`src/design/noc_pkg.sv`:
```
package noc_pkg;

  typedef logic [33:0] flit_t;
  typedef logic [1:0]  node_coord_t;
  typedef logic [1:0]  packet_type_t;
  typedef logic [3:0]  burst_len_t;
  typedef logic [3:0]  tag_t;
  typedef logic [1:0]  status_t;

  localparam int HEAD_BIT   = 33;
  localparam int TAIL_BIT   = 32;
  localparam int DATA_WIDTH = 32;

  // head flit body fields, low bit of each
  localparam int PKT_TYPE_LSB     = 0;
  localparam int DEST_X_LSB       = 2;
  localparam int DEST_Y_LSB       = 4;
  localparam int SRC_X_LSB        = 6;
  localparam int SRC_Y_LSB        = 8;
  localparam int TAG_LSB          = 10;
  localparam int BURST_LEN_LSB    = 14;
  localparam int STATUS_LSB       = 18;
  localparam int INVALID_DEST_BIT = 20;

  localparam packet_type_t PKT_READ         = 2'd0;
  localparam packet_type_t PKT_WRITE_POSTED = 2'd1;
  localparam packet_type_t PKT_WRITE_NP     = 2'd2;
  localparam packet_type_t PKT_RESPONSE     = 2'd3;

  localparam status_t STATUS_OK           = 2'd0;
  localparam status_t STATUS_DECODE_ERROR = 2'd1;

  function automatic logic is_head(flit_t flit);
    return flit[HEAD_BIT];
  endfunction

  function automatic logic is_tail(flit_t flit);
    return flit[TAIL_BIT];
  endfunction

  function automatic packet_type_t get_packet_type(flit_t flit);
    return flit[PKT_TYPE_LSB +: $bits(packet_type_t)];
  endfunction

  function automatic node_coord_t get_coord(flit_t flit, int lsb);
    return flit[lsb +: $bits(node_coord_t)];
  endfunction

  function automatic logic get_invalid_dest(flit_t flit);
    return flit[INVALID_DEST_BIT];
  endfunction

  // reads and non-posted writes expect an answer
  function automatic logic is_non_posted(packet_type_t pkt_type);
    return (pkt_type == PKT_READ) || (pkt_type == PKT_WRITE_NP);
  endfunction

endpackage

```
`src/design/destination_checker.sv`:
```
module destination_checker #(
  parameter int SIZE_X = 4,
  parameter int SIZE_Y = 4
) (
  input  logic           clk,
  input  logic           rst_n,
  input  logic           fifo_valid,
  input  noc_pkg::flit_t fifo_flit,
  output logic           fifo_ready,
  output logic           req_valid,
  output noc_pkg::flit_t req_flit,
  input  logic           req_ready,
  input  logic           rsp_valid,
  input  noc_pkg::flit_t rsp_flit,
  output logic           rsp_ready,
  output logic           mux_valid,
  output noc_pkg::flit_t mux_flit,
  input  logic           mux_ready
);

  typedef enum logic {
    ROUTE_NORMAL,
    ROUTE_ERROR
  } route_e;

  route_e route_latched;
  route_e route_next;
  route_e route;
  logic   invalid_dest;
  logic   error_busy;
  logic   start_of_packet;
  logic   fifo_pass;
  logic   normal_valid;
  logic   req_busy;
  logic   rsp_busy;
  logic   req_end;
  logic   rsp_end;

  assign invalid_dest =
    noc_pkg::get_invalid_dest(fifo_flit) ||
    (int'(noc_pkg::get_coord(fifo_flit, noc_pkg::DEST_X_LSB)) >= SIZE_X) ||
    (int'(noc_pkg::get_coord(fifo_flit, noc_pkg::DEST_Y_LSB)) >= SIZE_Y);

  assign error_busy      = req_busy || rsp_busy;
  assign start_of_packet = fifo_valid && noc_pkg::is_head(fifo_flit) && !error_busy;
  assign fifo_pass       = !(noc_pkg::is_head(fifo_flit) && error_busy); // hold the next head

  assign route_next = invalid_dest ? ROUTE_ERROR : ROUTE_NORMAL;
  assign route      = start_of_packet ? route_next : route_latched;

  always_ff @(posedge clk or negedge rst_n) begin
    if (!rst_n) begin
      route_latched <= ROUTE_NORMAL;
    end else if (start_of_packet) begin
      route_latched <= route_next;
    end
  end

  assign req_valid    = fifo_valid && fifo_pass && (route == ROUTE_ERROR);
  assign req_flit     = fifo_flit;
  assign normal_valid = fifo_valid && fifo_pass && (route == ROUTE_NORMAL) && !rsp_busy;

  always_comb begin
    if (!fifo_pass) begin
      fifo_ready = 1'b0;
    end else if (route == ROUTE_ERROR) begin
      fifo_ready = req_ready;
    end else begin
      fifo_ready = mux_ready && !rsp_busy;
    end
  end

  // the response takes the output while it is pending
  assign mux_valid = rsp_busy ? rsp_valid : normal_valid;
  assign mux_flit  = rsp_busy ? rsp_flit : fifo_flit;
  assign rsp_ready = rsp_busy && mux_ready;

  assign req_end = req_valid && req_ready && noc_pkg::is_tail(fifo_flit);
  assign rsp_end = rsp_valid && rsp_ready && noc_pkg::is_tail(rsp_flit);

  always_ff @(posedge clk or negedge rst_n) begin
    if (!rst_n) begin
      req_busy <= 1'b0;
      rsp_busy <= 1'b0;
    end else begin
      if (req_end) begin
        req_busy <= 1'b0; // a single-flit request never sets it
      end else if (start_of_packet && invalid_dest) begin
        req_busy <= 1'b1;
      end
      if (rsp_end) begin
        rsp_busy <= 1'b0;
      end else if (start_of_packet && invalid_dest &&
                   noc_pkg::is_non_posted(noc_pkg::get_packet_type(fifo_flit))) begin
        rsp_busy <= 1'b1;
      end
    end
  end

endmodule

```
`src/design/error_responder.sv`:
```
module error_responder #(
  parameter logic [noc_pkg::DATA_WIDTH-1:0] ERROR_DATA = '0
) (
  input  logic           clk,
  input  logic           rst_n,
  input  logic           req_valid,
  input  noc_pkg::flit_t req_flit,
  output logic           req_ready,
  output logic           rsp_valid,
  output noc_pkg::flit_t rsp_flit,
  input  logic           rsp_ready
);

  typedef enum logic [1:0] {
    ST_IDLE,
    ST_DRAIN,
    ST_RESP_HEAD,
    ST_RESP_DATA
  } state_e;

  state_e                            state;
  noc_pkg::packet_type_t             req_type;
  noc_pkg::node_coord_t              req_src_x;
  noc_pkg::node_coord_t              req_src_y;
  noc_pkg::node_coord_t              req_dst_x;
  noc_pkg::node_coord_t              req_dst_y;
  noc_pkg::tag_t                     req_tag;
  noc_pkg::burst_len_t               req_burst;
  noc_pkg::burst_len_t               data_count;
  logic [noc_pkg::DATA_WIDTH-1:0]    head_body;
  logic                              req_fire;
  logic                              rsp_fire;
  logic                              has_data;

  assign req_ready = (state == ST_IDLE) || (state == ST_DRAIN);
  assign rsp_valid = (state == ST_RESP_HEAD) || (state == ST_RESP_DATA);
  assign req_fire  = req_valid && req_ready;
  assign rsp_fire  = rsp_valid && rsp_ready;
  assign has_data  = (req_type == noc_pkg::PKT_READ) && (req_burst != '0);

  // only the head fields are kept, the payload is thrown away
  always_ff @(posedge clk) begin
    if ((state == ST_IDLE) && req_fire) begin
      req_type  <= noc_pkg::get_packet_type(req_flit);
      req_src_x <= noc_pkg::get_coord(req_flit, noc_pkg::SRC_X_LSB);
      req_src_y <= noc_pkg::get_coord(req_flit, noc_pkg::SRC_Y_LSB);
      req_dst_x <= noc_pkg::get_coord(req_flit, noc_pkg::DEST_X_LSB);
      req_dst_y <= noc_pkg::get_coord(req_flit, noc_pkg::DEST_Y_LSB);
      req_tag   <= req_flit[noc_pkg::TAG_LSB +: $bits(noc_pkg::tag_t)];
      req_burst <= req_flit[noc_pkg::BURST_LEN_LSB +: $bits(noc_pkg::burst_len_t)];
    end
  end

  always_ff @(posedge clk or negedge rst_n) begin
    if (!rst_n) begin
      state      <= ST_IDLE;
      data_count <= '0;
    end else begin
      case (state)
        ST_IDLE: begin
          if (req_fire) begin
            if (!noc_pkg::is_tail(req_flit)) begin
              state <= ST_DRAIN;
            end else if (noc_pkg::is_non_posted(noc_pkg::get_packet_type(req_flit))) begin
              state <= ST_RESP_HEAD;
            end
          end
        end
        ST_DRAIN: begin
          if (req_fire && noc_pkg::is_tail(req_flit)) begin
            if (noc_pkg::is_non_posted(req_type)) begin
              state <= ST_RESP_HEAD;
            end else begin
              state <= ST_IDLE; // posted write, nothing to answer
            end
          end
        end
        ST_RESP_HEAD: begin
          if (rsp_fire) begin
            if (has_data) begin
              state      <= ST_RESP_DATA;
              data_count <= req_burst;
            end else begin
              state <= ST_IDLE;
            end
          end
        end
        ST_RESP_DATA: begin
          if (rsp_fire) begin
            data_count <= data_count - 1'b1;
            if (data_count == 4'd1) begin
              state <= ST_IDLE;
            end
          end
        end
        default: state <= ST_IDLE;
      endcase
    end
  end

  always_comb begin
    head_body = '0;
    head_body[noc_pkg::PKT_TYPE_LSB +: 2] = noc_pkg::PKT_RESPONSE;
    head_body[noc_pkg::DEST_X_LSB +: 2]   = req_src_x; // back to the requester
    head_body[noc_pkg::DEST_Y_LSB +: 2]   = req_src_y;
    head_body[noc_pkg::SRC_X_LSB +: 2]    = req_dst_x;
    head_body[noc_pkg::SRC_Y_LSB +: 2]    = req_dst_y;
    head_body[noc_pkg::TAG_LSB +: 4]      = req_tag;
    head_body[noc_pkg::BURST_LEN_LSB +: 4] =
      (req_type == noc_pkg::PKT_READ) ? req_burst : 4'd0;
    head_body[noc_pkg::STATUS_LSB +: 2]   = noc_pkg::STATUS_DECODE_ERROR;
    if (state == ST_RESP_DATA) begin
      rsp_flit = {1'b0, (data_count == 4'd1), ERROR_DATA};
    end else begin
      rsp_flit = {1'b1, !has_data, head_body};
    end
  end

endmodule

```
`src/design/flit_input_fifo.sv`:
```
module flit_input_fifo (
  input  logic           clk,
  input  logic           rst_n,
  input  logic           in_valid,
  input  noc_pkg::flit_t in_flit,
  output logic           in_ready,
  output logic           fifo_valid,
  output noc_pkg::flit_t fifo_flit,
  input  logic           fifo_ready
);

  localparam int DEPTH = 2;

  noc_pkg::flit_t mem [DEPTH];
  logic           wr_ptr;
  logic           rd_ptr;
  logic [1:0]     count;
  logic           push;
  logic           pop;

  assign in_ready   = (count != 2'(DEPTH));
  assign fifo_valid = (count != 2'd0);
  assign fifo_flit  = mem[rd_ptr];

  assign push = in_valid && in_ready;
  assign pop  = fifo_valid && fifo_ready;

  always_ff @(posedge clk) begin
    if (push) begin
      mem[wr_ptr] <= in_flit;
    end
  end

  always_ff @(posedge clk or negedge rst_n) begin
    if (!rst_n) begin
      wr_ptr <= 1'b0;
      rd_ptr <= 1'b0;
      count  <= 2'd0;
    end else begin
      if (push) begin
        wr_ptr <= ~wr_ptr; // two entries, so the pointer just flips
      end
      if (pop) begin
        rd_ptr <= ~rd_ptr;
      end
      case ({push, pop})
        2'b10:   count <= count + 2'd1;
        2'b01:   count <= count - 2'd1;
        default: count <= count;
      endcase
    end
  end

endmodule

```
`src/design/flit_output_slice.sv`:
```
module flit_output_slice (
  input  logic           clk,
  input  logic           rst_n,
  input  logic           mux_valid,
  input  noc_pkg::flit_t mux_flit,
  output logic           mux_ready,
  output logic           out_valid,
  output noc_pkg::flit_t out_flit,
  input  logic           out_ready
);

  logic           main_valid;
  noc_pkg::flit_t main_flit;
  logic           skid_valid;
  noc_pkg::flit_t skid_flit;
  logic           mux_fire;

  assign mux_ready = !skid_valid; // registered, so the ready path stays short
  assign mux_fire  = mux_valid && mux_ready;
  assign out_valid = main_valid;
  assign out_flit  = main_flit;

  always_ff @(posedge clk or negedge rst_n) begin
    if (!rst_n) begin
      main_valid <= 1'b0;
      skid_valid <= 1'b0;
    end else if (out_ready || !main_valid) begin
      main_valid <= skid_valid || mux_fire;
      skid_valid <= 1'b0;
    end else if (mux_fire) begin
      skid_valid <= 1'b1; // output stalled, park the extra flit
    end
  end

  always_ff @(posedge clk) begin
    if (out_ready || !main_valid) begin
      main_flit <= skid_valid ? skid_flit : mux_flit;
    end else if (mux_fire) begin
      skid_flit <= mux_flit;
    end
  end

endmodule

```
`src/design/noc_error_checker_top.sv`:
```
module noc_error_checker_top #(
  parameter int                             SIZE_X     = 4,
  parameter int                             SIZE_Y     = 4,
  parameter logic [noc_pkg::DATA_WIDTH-1:0] ERROR_DATA = 32'hbad0_da7a
) (
  input  logic           clk,
  input  logic           rst_n,
  input  logic           in_valid,
  input  noc_pkg::flit_t in_flit,
  output logic           in_ready,
  output logic           out_valid,
  output noc_pkg::flit_t out_flit,
  input  logic           out_ready
);

  logic           fifo_valid;
  logic           fifo_ready;
  noc_pkg::flit_t fifo_flit;
  logic           req_valid;
  logic           req_ready;
  noc_pkg::flit_t req_flit;
  logic           rsp_valid;
  logic           rsp_ready;
  noc_pkg::flit_t rsp_flit;
  logic           mux_valid;
  logic           mux_ready;
  noc_pkg::flit_t mux_flit;

  flit_input_fifo u_input_fifo (
    .clk        (clk),
    .rst_n      (rst_n),
    .in_valid   (in_valid),
    .in_flit    (in_flit),
    .in_ready   (in_ready),
    .fifo_valid (fifo_valid),
    .fifo_flit  (fifo_flit),
    .fifo_ready (fifo_ready)
  );

  destination_checker #(
    .SIZE_X (SIZE_X),
    .SIZE_Y (SIZE_Y)
  ) u_checker (
    .clk        (clk),
    .rst_n      (rst_n),
    .fifo_valid (fifo_valid),
    .fifo_flit  (fifo_flit),
    .fifo_ready (fifo_ready),
    .req_valid  (req_valid),
    .req_flit   (req_flit),
    .req_ready  (req_ready),
    .rsp_valid  (rsp_valid),
    .rsp_flit   (rsp_flit),
    .rsp_ready  (rsp_ready),
    .mux_valid  (mux_valid),
    .mux_flit   (mux_flit),
    .mux_ready  (mux_ready)
  );

  error_responder #(
    .ERROR_DATA (ERROR_DATA)
  ) u_responder (
    .clk       (clk),
    .rst_n     (rst_n),
    .req_valid (req_valid),
    .req_flit  (req_flit),
    .req_ready (req_ready),
    .rsp_valid (rsp_valid),
    .rsp_flit  (rsp_flit),
    .rsp_ready (rsp_ready)
  );

  flit_output_slice u_output_slice (
    .clk       (clk),
    .rst_n     (rst_n),
    .mux_valid (mux_valid),
    .mux_flit  (mux_flit),
    .mux_ready (mux_ready),
    .out_valid (out_valid),
    .out_flit  (out_flit),
    .out_ready (out_ready)
  );

endmodule

```
`config.mk`:
```
export PLATFORM = sky130hd
export DESIGN_NAME = noc_error_checker_top
export DESIGN_NICKNAME = d
export VERILOG_FILES = /design/src/design/noc_pkg.sv /design/src/design/destination_checker.sv /design/src/design/error_responder.sv /design/src/design/flit_input_fifo.sv /design/src/design/flit_output_slice.sv /design/src/design/noc_error_checker_top.sv
export SDC_FILE = /design/constraint.sdc
export NUM_CORES = 1
export LEC_CHECK = 0
export BUFFER_PORTS_ARGS = -buffer_cell sky130_fd_sc_hd__buf_2
export CELL_PAD_IN_SITES_DETAIL_PLACEMENT = 1
export CELL_PAD_IN_SITES_GLOBAL_PLACEMENT = 2
export CORE_UTILIZATION = 42
export DETAILED_ROUTE_END_ITERATION = 10
export GPL_TIMING_DRIVEN = 0
export PLACE_DENSITY = 0.75
export SETUP_SLACK_MARGIN = 0.15
export SLEW_MARGIN = 40
export SYNTH_ARGS = -nofsm -noshare
export SYNTH_HDL_FRONTEND = slang
export SYNTH_SLANG_ARGS = --single-unit
```
`constraint.sdc`:
```
create_clock -name clk -period 5.2 [get_ports clk]
set_input_delay 0.26 -clock clk [delete_from_list [all_inputs] [get_ports clk]]
set_output_delay 0.26 -clock clk [all_outputs]
set_load 0.05 [all_outputs]
```
### Word-level counts from Yosys, hierarchy flattened

Memories as Yosys holds them, arrays and structs flattened.
Index checks and enable logic that the tools add are counted.

| cells by class | value |
|---|---|
| order comparisons | 0 |
| reductions and logical operators | 46 |
| add/sub/neg operators | 3 |
| multiply operators | 0 |
| divide/modulo/power cells | 0 |
| bitwise gates (word level) | 4 |
| equal/unequal tests | 16 |
| shift-type cells | 0 |
| multiplexer cells | 32 |

Operators with widths:

| cell | number |
|---|---|
| 34-bit two-way mux | 3 |
| 1-bit logical AND | 20 |
| 2-bit two-way mux | 9 |
| 4-bit two-way mux | 4 |
| 1-bit two-way mux | 13 |
| 2-bit nonzero test | 6 |
| 2-bit == test, second input constant | 5 |
| 2-bit by 1-bit inequality test with 1-bit output, second input constant | 4 |
| 2-bit one-hot mux with 4 select lines | 1 |
| 4-bit one-hot mux with 2 select lines | 1 |
| 1-bit logical OR | 7 |
| 1-bit zero test | 6 |
| 2-bit zero test | 3 |
| 2-bit inequality test, second input constant | 3 |
| 6-bit AND reduction | 1 |
| 2-bit by 1-bit == test with 1-bit output, second input constant | 2 |
| 4-bit by 1-bit == test with 1-bit output, second input constant | 1 |
| 1-bit inverter | 4 |
| 2-bit one-hot mux with 2 select lines | 1 |
| 4-bit AND reduction | 1 |
| 4-bit nonzero test | 1 |
| 4-bit by 1-bit subtractor with 4-bit output, second input constant | 1 |
| 3-bit inequality test, second input constant | 1 |
| 2-bit by 1-bit adder with 2-bit output, second input constant | 1 |
| other kinds (2) | 2 |

| storage, ports and cells | value |
|---|---|
| memories kept | 1 |
| bits of input ports | 38 |
| word-level logic and storage cells | 121 |
| memory bits (writable) | 68 |
| memory bits (read-only) | 0 |
| latch bits | 0 |
| flip-flop bits (word level) | 101 |
| output and inout port bits | 36 |

Memories:

| name | words | bits a word | read ports | clocked after memory_dff | wr ports | line | source |
|---|---|---|---|---|---|---|---|
| u_input_fifo.mem | 2 | 34 | 1 | 0 | 1 | flit_input_fifo.sv:14 | `noc_pkg::flit_t mem [DEPTH];` |

### Longest topological paths before layout

Gate-level depths: netlist (run 1).

| depth | value |
|---|---|
| depth in word-level cells | 11 |
| gate-level depth with buffers | 9 |
| mapped depth without buffers | 8 |

### By module

A second synthesis (run 1) with hierarchy kept.

| unflattened totals | value |
|---|---|
| cell total of the unflattened synthesis | 450 |
| area, all modules | 7511.0 um2 |

Modules (own cells, without submodules):

| module | area an instance (um2) | instances | cells each | seq. area each (um2) |
|---|---|---|---|---|
| flit_output_slice | 2671.3 | 1 | 114 | 2092.0 |
| flit_input_fifo | 2665.1 | 1 | 123 | 2142.1 |
| error_responder | 1297.5 | 1 | 116 | 690.7 |
| destination_checker | 877.1 | 1 | 97 | 75.1 |

### Least setup slack after synthesis (run 1)

OpenSTA, ideal clock, no wires.

| timing path | value |
|---|---|
| path kind | register to register |
| start point | reg u_output_slice.main_valid (netlist: u_output_slice.out_valid) |
| end point | reg u_output_slice.skid_flit[0], enable pin |
| buffers on the path | 0 |
| period minus slack after synthesis | 4505 ps |
| slack | 695 ps |
| data required time | 4732 ps |
| stages on the path, launching flop included | 3 |
| data arrival time | 4037 ps |
| library setup time | 468 ps |
| cell sequence | dfrtp_1 -> nand2b_1 -> nor3_1 |

| between the ends | value |
|---|---|
| longest elaborated chain between the ends | 4 |

RTL lines:

| what | line | source |
|---|---|---|
| start: declaration | flit_output_slice.sv:12 | `logic main_valid;` |
| start signal: assignment | flit_output_slice.sv:28 | `main_valid <= skid_valid \|\| mux_fire;` |
| 1-bit zero test | flit_output_slice.sv:36 | `if (out_ready \|\| !main_valid) begin` |
| 1-bit logical OR | flit_output_slice.sv:36 |  |
| 1-bit inverter (no source line) | - |  |
| 2-bit AND reduction (no source line) | - |  |
| end signal: assignment | flit_output_slice.sv:39 | `skid_flit <= mux_flit;` |
| end: declaration | flit_output_slice.sv:15 | `noc_pkg::flit_t skid_flit;` |

Every way passes these cells.
A chain may end at the register's enable or synchronous reset.

### Worst setup path in the final report (run 1)

| timing path | value |
|---|---|
| start point | reg u_checker.rsp_busy |
| end point | reg u_output_slice.skid_flit[26], enable pin |

| between the ends | value |
|---|---|
| longest elaborated chain between the ends | 10 |
| elaborated cells between the ends (all ways) | 14 |
| classes of those cells | mux: 2; bitwise: 1; reduce/logical: 11 |

RTL lines:

| what | line | source |
|---|---|---|
| start: declaration | destination_checker.sv:35 | `logic rsp_busy;` |
| start signal: assignment | destination_checker.sv:84 | `rsp_busy <= 1'b0;` |
| start signal: assignment | destination_checker.sv:92 | `rsp_busy <= 1'b0;` |
| start signal: assignment | destination_checker.sv:95 | `rsp_busy <= 1'b1;` |
| 1-bit logical OR | destination_checker.sv:44 | `assign error_busy = req_busy \|\| rsp_busy;` |
| 1-bit zero test | destination_checker.sv:45 | `assign start_of_packet = fifo_valid && noc_pkg::is_head(fifo_flit) && !error_busy;` |
| 1-bit logical AND | destination_checker.sv:45 |  |
| 1-bit two-way mux | destination_checker.sv:49 | `assign route = start_of_packet ? route_next : route_latched;` |
| 1-bit inverter | destination_checker.sv:61 | `assign normal_valid = fifo_valid && fifo_pass && (route == ROUTE_NORMAL) && !rsp_busy;` |
| 1-bit logical AND (2 in a row) | destination_checker.sv:61 |  |
| 1-bit two-way mux * | destination_checker.sv:74 | `assign mux_valid = rsp_busy ? rsp_valid : normal_valid;` |
| 1-bit logical AND * | flit_output_slice.sv:19 | `assign mux_fire = mux_valid && mux_ready;` |
| 2-bit AND reduction (no source line) * | - |  |

Mark *: on every way between the ends. The rest lies on a longest branch, timed or not.

==> metrics.txt, run 1 <==
Antenna Nets Post-Route 0; total gr overflow 0; pre-CTS WS 2520 ps; fmax 366 MHz; worst path required time 5330 ps; LEAKAGE 2.91 nW; Crit Path Max Fanout 9; setup violators final 0; DRC 0; Post-Synthesis Cells 408; final slew viol count 0; critical path startpoint category flop; Port Buf Inserts 73; Warnings, synthesis 0; post-CTS setup repair buffer count 0; Top FF cell, synth edfxtp_1; area share of the largest cell type after synthesis 69.0%; count leader, synth edfxtp_1; Final Critical Period 2730 ps; Layout Cells excl Fill 735; run status complete, no violations; final WL 13800 µm; max_slew headroom 61.6%; largest cells by area after synthesis edfxtp_1 (69%), mux2_2 (7.1%), dfrtp_1 (5.6%); post-route clock period utilization 52.6%; hold crit path type in -> reg; register area share after synthesis 74.6%; critical path arrival 2870 ps; Fin Clk Skew 8.98 ps; CTS tree built; Core Region 0.0154 mm²; Reg-to-Reg Start u_checker.rsp_busy; RSZ-0062 raised after global routing no; Syn Nets 449; initial antenna violation count 0; Rows 45; via count 3692; CTS sink count 169; Final Util 52.6%; Die X 128 µm; pin count of the biggest net entering global routing 26; # diodes 0; HPWL after DPL 9790 µm; synth-to-layout area growth 20.6%; number of synthesized flops with an enable pin 154; met1 WL 6940 µm; Worst-path clk slew 70 ps; Tot Pwr 5.77 mW; share of layout cells above drive strength 1 33.8%; top sig layer met4; syn avg cell area 16.4 µm²; CTS root buf clkbuf_16; H-Tree Depth 4; Filler cells 1478; worst setup margin 2470 ps; routed wl met2 6110 µm; Via density 5.02; placed insts 701; worst skew pair latency 430 ps; Yosys reg bits 169; measured slew at the worst slew-check pin 572 ps; Final Hold Violating Endpoints 0; total track usage 18.1%; Max-cap violations 0; worst-case clock buffer depth 2; first-pass GRT wire length 21300 µm; Cell Area, Synth 0.00671 mm²; violation count after the first detailed-route iteration 180; routed wl met3 491 µm; Die ar. 0.0165 mm²; WS Path Type reg -> reg; Cell variety after synth 50; Power Dens Cells 713 mW/mm²; nets 552; Ports 74; Critical Path Source u_checker.rsp_busy; Peak supply drop 0.298 mV; vias in the first global route 3779; global placer's final weighted congestion 0.758; hold slack 18.0 ps; post-synthesis async set-or-reset flop share 8.88%; Num CTS Buffers 17; Post-synth top cells edfxtp_1 (154), mux2_2 (42), nor2_1 (35); chip height 128 µm; hold wc startpoint in_flit[4]; DRT Pass-1 Iters 4; crit end category flop; area leader, netlist edfxtp_1; Starting Density 43.6%; DR WL/cell 18.7 µm
==> final cells by class <==
type	count	area [µm²]	area share, %
tap	211	264	3.26
sequential	169	5000	61.8
buffer	21	106	1.31
clock buffer	17	425	5.26
multi-input combinational	213	1600	19.8
clock inverter	15	164	2.03
timing repair buffer	84	507	6.26
inverter	5	18.8	0.232
==> state kept, by name, summed over array words and instances (netlist names), 4 cells and up <==
register                  cells
u_input_fifo.mem             68
u_responder.req_burst         4
u_output_slice.out_flit      34
u_responder.req_tag           4
u_output_slice.skid_flit     34
u_responder.data_count        4
==> cell usage in the layout (no fill, tap or decap), types with 3 or more instances in the layout <==
cell type / count
clkinvlp_4: 4
o21ai_0: 5
xnor2_1: 3
inv_1: 5
clkbuf_16: 17
mux2_2: 42
a211oi_1: 7
nand2_1: 22
inv_6: 6
clkbuf_1: 13
nor2b_1: 9
nor3_1: 4
a22o_1: 5
o31ai_1: 13
edfxtp_1: 154
ha_1: 3
dfrtp_1: 15
buf_6: 3
buf_2: 79
o22a_1: 7
nor2_1: 33
mux2i_1: 7
buf_4: 4
a21oi_1: 10
==> per-layer routing <==
| metal | vias to the layer above | track usage (%) |
|---|---|---|
| met1 | 1820 | 26.1 |
| li1 | 1777 | - |
| met2 | 80 | 26.5 |
| met5 | - | 0 |
| met3 | 15 | 3.83 |
| met4 | 0 | 8.10 |
==> worst max-delay path: stages, from the launching register on <==
cell and delay [ps]:
dfrtp_1 380, buf_6 140, or2_4 280, nor4_1 380, o31ai_1 210, nor3_2 350
buf_4 250, buf_2 240, buf_2 210
==> through the flow <==
step / setup TNS, ps / area [µm²]
floorplan: 0 / 6710
global placement: -8550 / 7330
detailed placement: 0 / 7480
CTS: 0 / 8080
global route: 0 / 8090
finish: 0 / 8090
==> report_power, final <==
group | internal [mW] | switching (mW)
Combinational | 0.743 | 1.52
Sequential | 2.11 | 0.134
Clock | 0.716 | 0.544
Total | 3.57 | 2.20
==> final timing paths <==
check                                               end  slack, ps  cells after the start
max reg2reg                u_output_slice.skid_flit[26]       2470                      8
min reg2reg                   u_responder.data_count[1]        510                      2
max                        u_output_slice.skid_flit[26]       2470                      8
max in group asynchronous       u_checker.route_latched       4620                      2
min in group asynchronous      u_output_slice.out_valid        290                      2
min                              u_input_fifo.mem[0][4]         20                      1
==> what timing repair did <==
action	4_1_cts	5_1_grt
endpoints found under the hold margin	15	2
resized for setup	0	0
hold buffers	1	1
==> cells by family (layout without fill, tap and decap cells) <==
kind of cell / after synthesis / in the layout / synth area share [%]
fa+ha+maj: 3 / 3 / 0.560
buf+inv: 26 / 142 / 1.87
xor+xnor: 5 / 5 / 0.653
mux: 52 / 52 / 8.77
flops: 169 / 169 / 74.6
compound gates: 65 / 65 / 7.30
simple gates: 88 / 88 / 6.29
No activity file was read; power rests on OpenSTA's default activity.
==> inputs of run 2 (changes only) <==
- clock period: 5.2 -> 2.8 ns (I/O delays scaled with it)
==> run 2 against run 1 <==
Net effect:
- clock power grew 84%
- via count grew 3.5%
- worst setup slack lost 2100 ps
- clock skew shrank 2.9 ps
- wire length grew 4.7%
- sequential power grew 85%
- register-to-register slack lost 2100 ps
- critical path type unchanged
==> metrics.txt, run 2 (synthesis results as in run 1) <==
fmax 405 MHz (was 366 MHz); Fin Clk Skew 6.12 ps (was 8.98 ps); Gate power share 39.5% (was 39.3%); most frequent cells in the layout edfxtp_1 (154), buf_2 (77), mux2_2 (42) (was edfxtp_1 (154), buf_2 (79), mux2_2 (42)); power share of the clock group 21.6% (was 21.8%); Post-Place Cell Area 0.00744 mm² (was 0.00748 mm²); hold slack 108 ps (was 18.0 ps); post-CTS setup repair buffer count 0 (unchanged); vias in the first global route 4027 (was 3779); Net Sw Power 4.06 mW (was 2.20 mW); Port Buf Inserts 73 (unchanged); max_slew headroom 55.1% (was 61.6%); worst skew pair latency 420 ps (was 430 ps); Max-cap violations 0 (unchanged); DRC 0 (unchanged); nets 581 (was 552); final slew viol count 0 (unchanged); CTS hold repair buffers 35 (was 1); first-pass GRT wire length 22500 µm (was 21300 µm); crit end category flop (unchanged); Rows 45 (unchanged); WS Path Type reg -> reg (unchanged); Peak supply drop 0.586 mV (was 0.298 mV); final WL 14400 µm (was 13800 µm); H-Tree Depth 4 (unchanged); critical path arrival 2600 ps (was 2870 ps); worst path required time 2930 ps (was 5330 ps); CTS tree built (unchanged); pin count of the biggest net entering global routing 38 (was 26); Largest Register u_input_fifo.mem (unchanged); global placer's final weighted congestion 0.746 (was 0.758); Core Region 0.0154 mm² (unchanged); synth-to-layout area growth 24.9% (was 20.6%); max reg flops 68 (unchanged); Resized cells post-CTS 0 (unchanged); Die X 128 µm (unchanged); total gr overflow 0 (unchanged); run status complete, no violations (unchanged); most common cell after layout, fill and taps aside edfxtp_1 (unchanged); Starting Density 43.6% (unchanged); post-route clock period utilization 88.1% (was 52.6%); initial antenna violation count 0 (unchanged); Num CTS Buffers 17 (unchanged); chip height 128 µm (unchanged); Sw Share 37.8% (was 38.1%); LEAKAGE 3.02 nW (was 2.91 nW); # diodes 0 (unchanged); via count 3820 (was 3692); CTS sink count 169 (unchanged); Crit Path Max Fanout 13 (was 9); Seq pwr share 38.8% (was 38.9%); hold crit path type in -> reg (unchanged); Antenna Nets Post-Route 0 (unchanged); Ports 74 (unchanged); critical path startpoint category flop (unchanged); measured slew at the worst slew-check pin 668 ps (was 572 ps); cell area after layout 0.00838 mm² (was 0.00809 mm²); DRT Pass-1 Iters 4 (unchanged); violation count after the first detailed-route iteration 165 (was 180); share of layout cells above drive strength 1 30.6% (was 33.8%); Die ar. 0.0165 mm² (unchanged); DR WL/cell 18.9 µm (was 18.7 µm); Power Dens Cells 1280 mW/mm² (was 713 mW/mm²); Via density 5.01 (was 5.02); Final Util 54.5% (was 52.6%); total track usage 18.9% (was 18.1%); setup violators final 0 (unchanged); CTS root buf clkbuf_16 (unchanged); Final Critical Period 2470 ps (was 2730 ps); worst-case clock buffer depth 2 (unchanged); RSZ-0062 raised after global routing no (unchanged); Worst-path clk slew 60 ps (was 70 ps); HPWL after DPL 10200 µm (was 9790 µm); internal power 6.69 mW (was 3.57 mW); Final Hold Violating Endpoints 0 (unchanged); Filler cells 1460 (was 1478)
run 2: power by group through the flow:
stage	clock network (mW)	logic, mW	registers, mW
2_1_floorplan	0	2.08	5.14
3_3_place_gp	0	4.00	4.20
3_5_place_dp	0	4.22	4.23
4_1_cts	2.37	4.29	4.19
5_1_grt	2.46	4.57	4.25
6_report	2.32	4.25	4.17
run 2: layer usage:
metal  up-vias  GRT usage (%)  share of wire [%]
li1       1827              -                  -
met1      1884           26.8                 49
met4         0           6.85                1.4
met5         -              0                  0
met3        16           4.12                3.9
met2        93           28.8                 46
run 2: through the flow:
step	TNS, ps	std cells	power [mW]	setup WS (ps)
floorplan	0	408	7.23	226
global placement	-8950	692	8.20	-175
detailed placement	0	697	8.45	309
CTS	0	763	10.8	310
global route	0	763	11.3	169
finish	0	763	10.7	333
run 2: cell type report:
cell class / count / area [µm²] / share of cell area, %
inverter: 5 / 18.8 / 0.224
timing repair buffer: 113 / 787 / 9.40
clock buffer: 18 / 429 / 5.12
multi-input combinational: 213 / 1620 / 19.3
sequential: 169 / 5000 / 59.7
tap: 211 / 264 / 3.15
buffer: 21 / 106 / 1.27
clock inverter: 13 / 155 / 1.85
run 2: worst max-delay path: stages, from the launching register on:
cell and delay [ps]:
dfrtp_1 370, buf_6 140, or2_4 280, nor4_1 370, o31ai_1 230, nor3_4 520
buf_6 250
run 2: path summary, 6_finish.rpt:
kind,depth (start not counted),endpoint,slack (ps),from
worst max-delay path,6,u_output_slice.skid_flit[27],330,u_checker.rsp_busy
worst min-delay path,3,u_input_fifo.wr_ptr,110,in_valid
worst max register to register,6,u_output_slice.skid_flit[27],330,u_checker.rsp_busy
worst min register to register,2,u_output_slice.out_flit[21],530,u_output_slice.skid_flit[21]
max in group asynchronous,2,u_checker.route_latched,2330,rst_n
min in group asynchronous,2,u_responder.data_count[3],180,rst_n
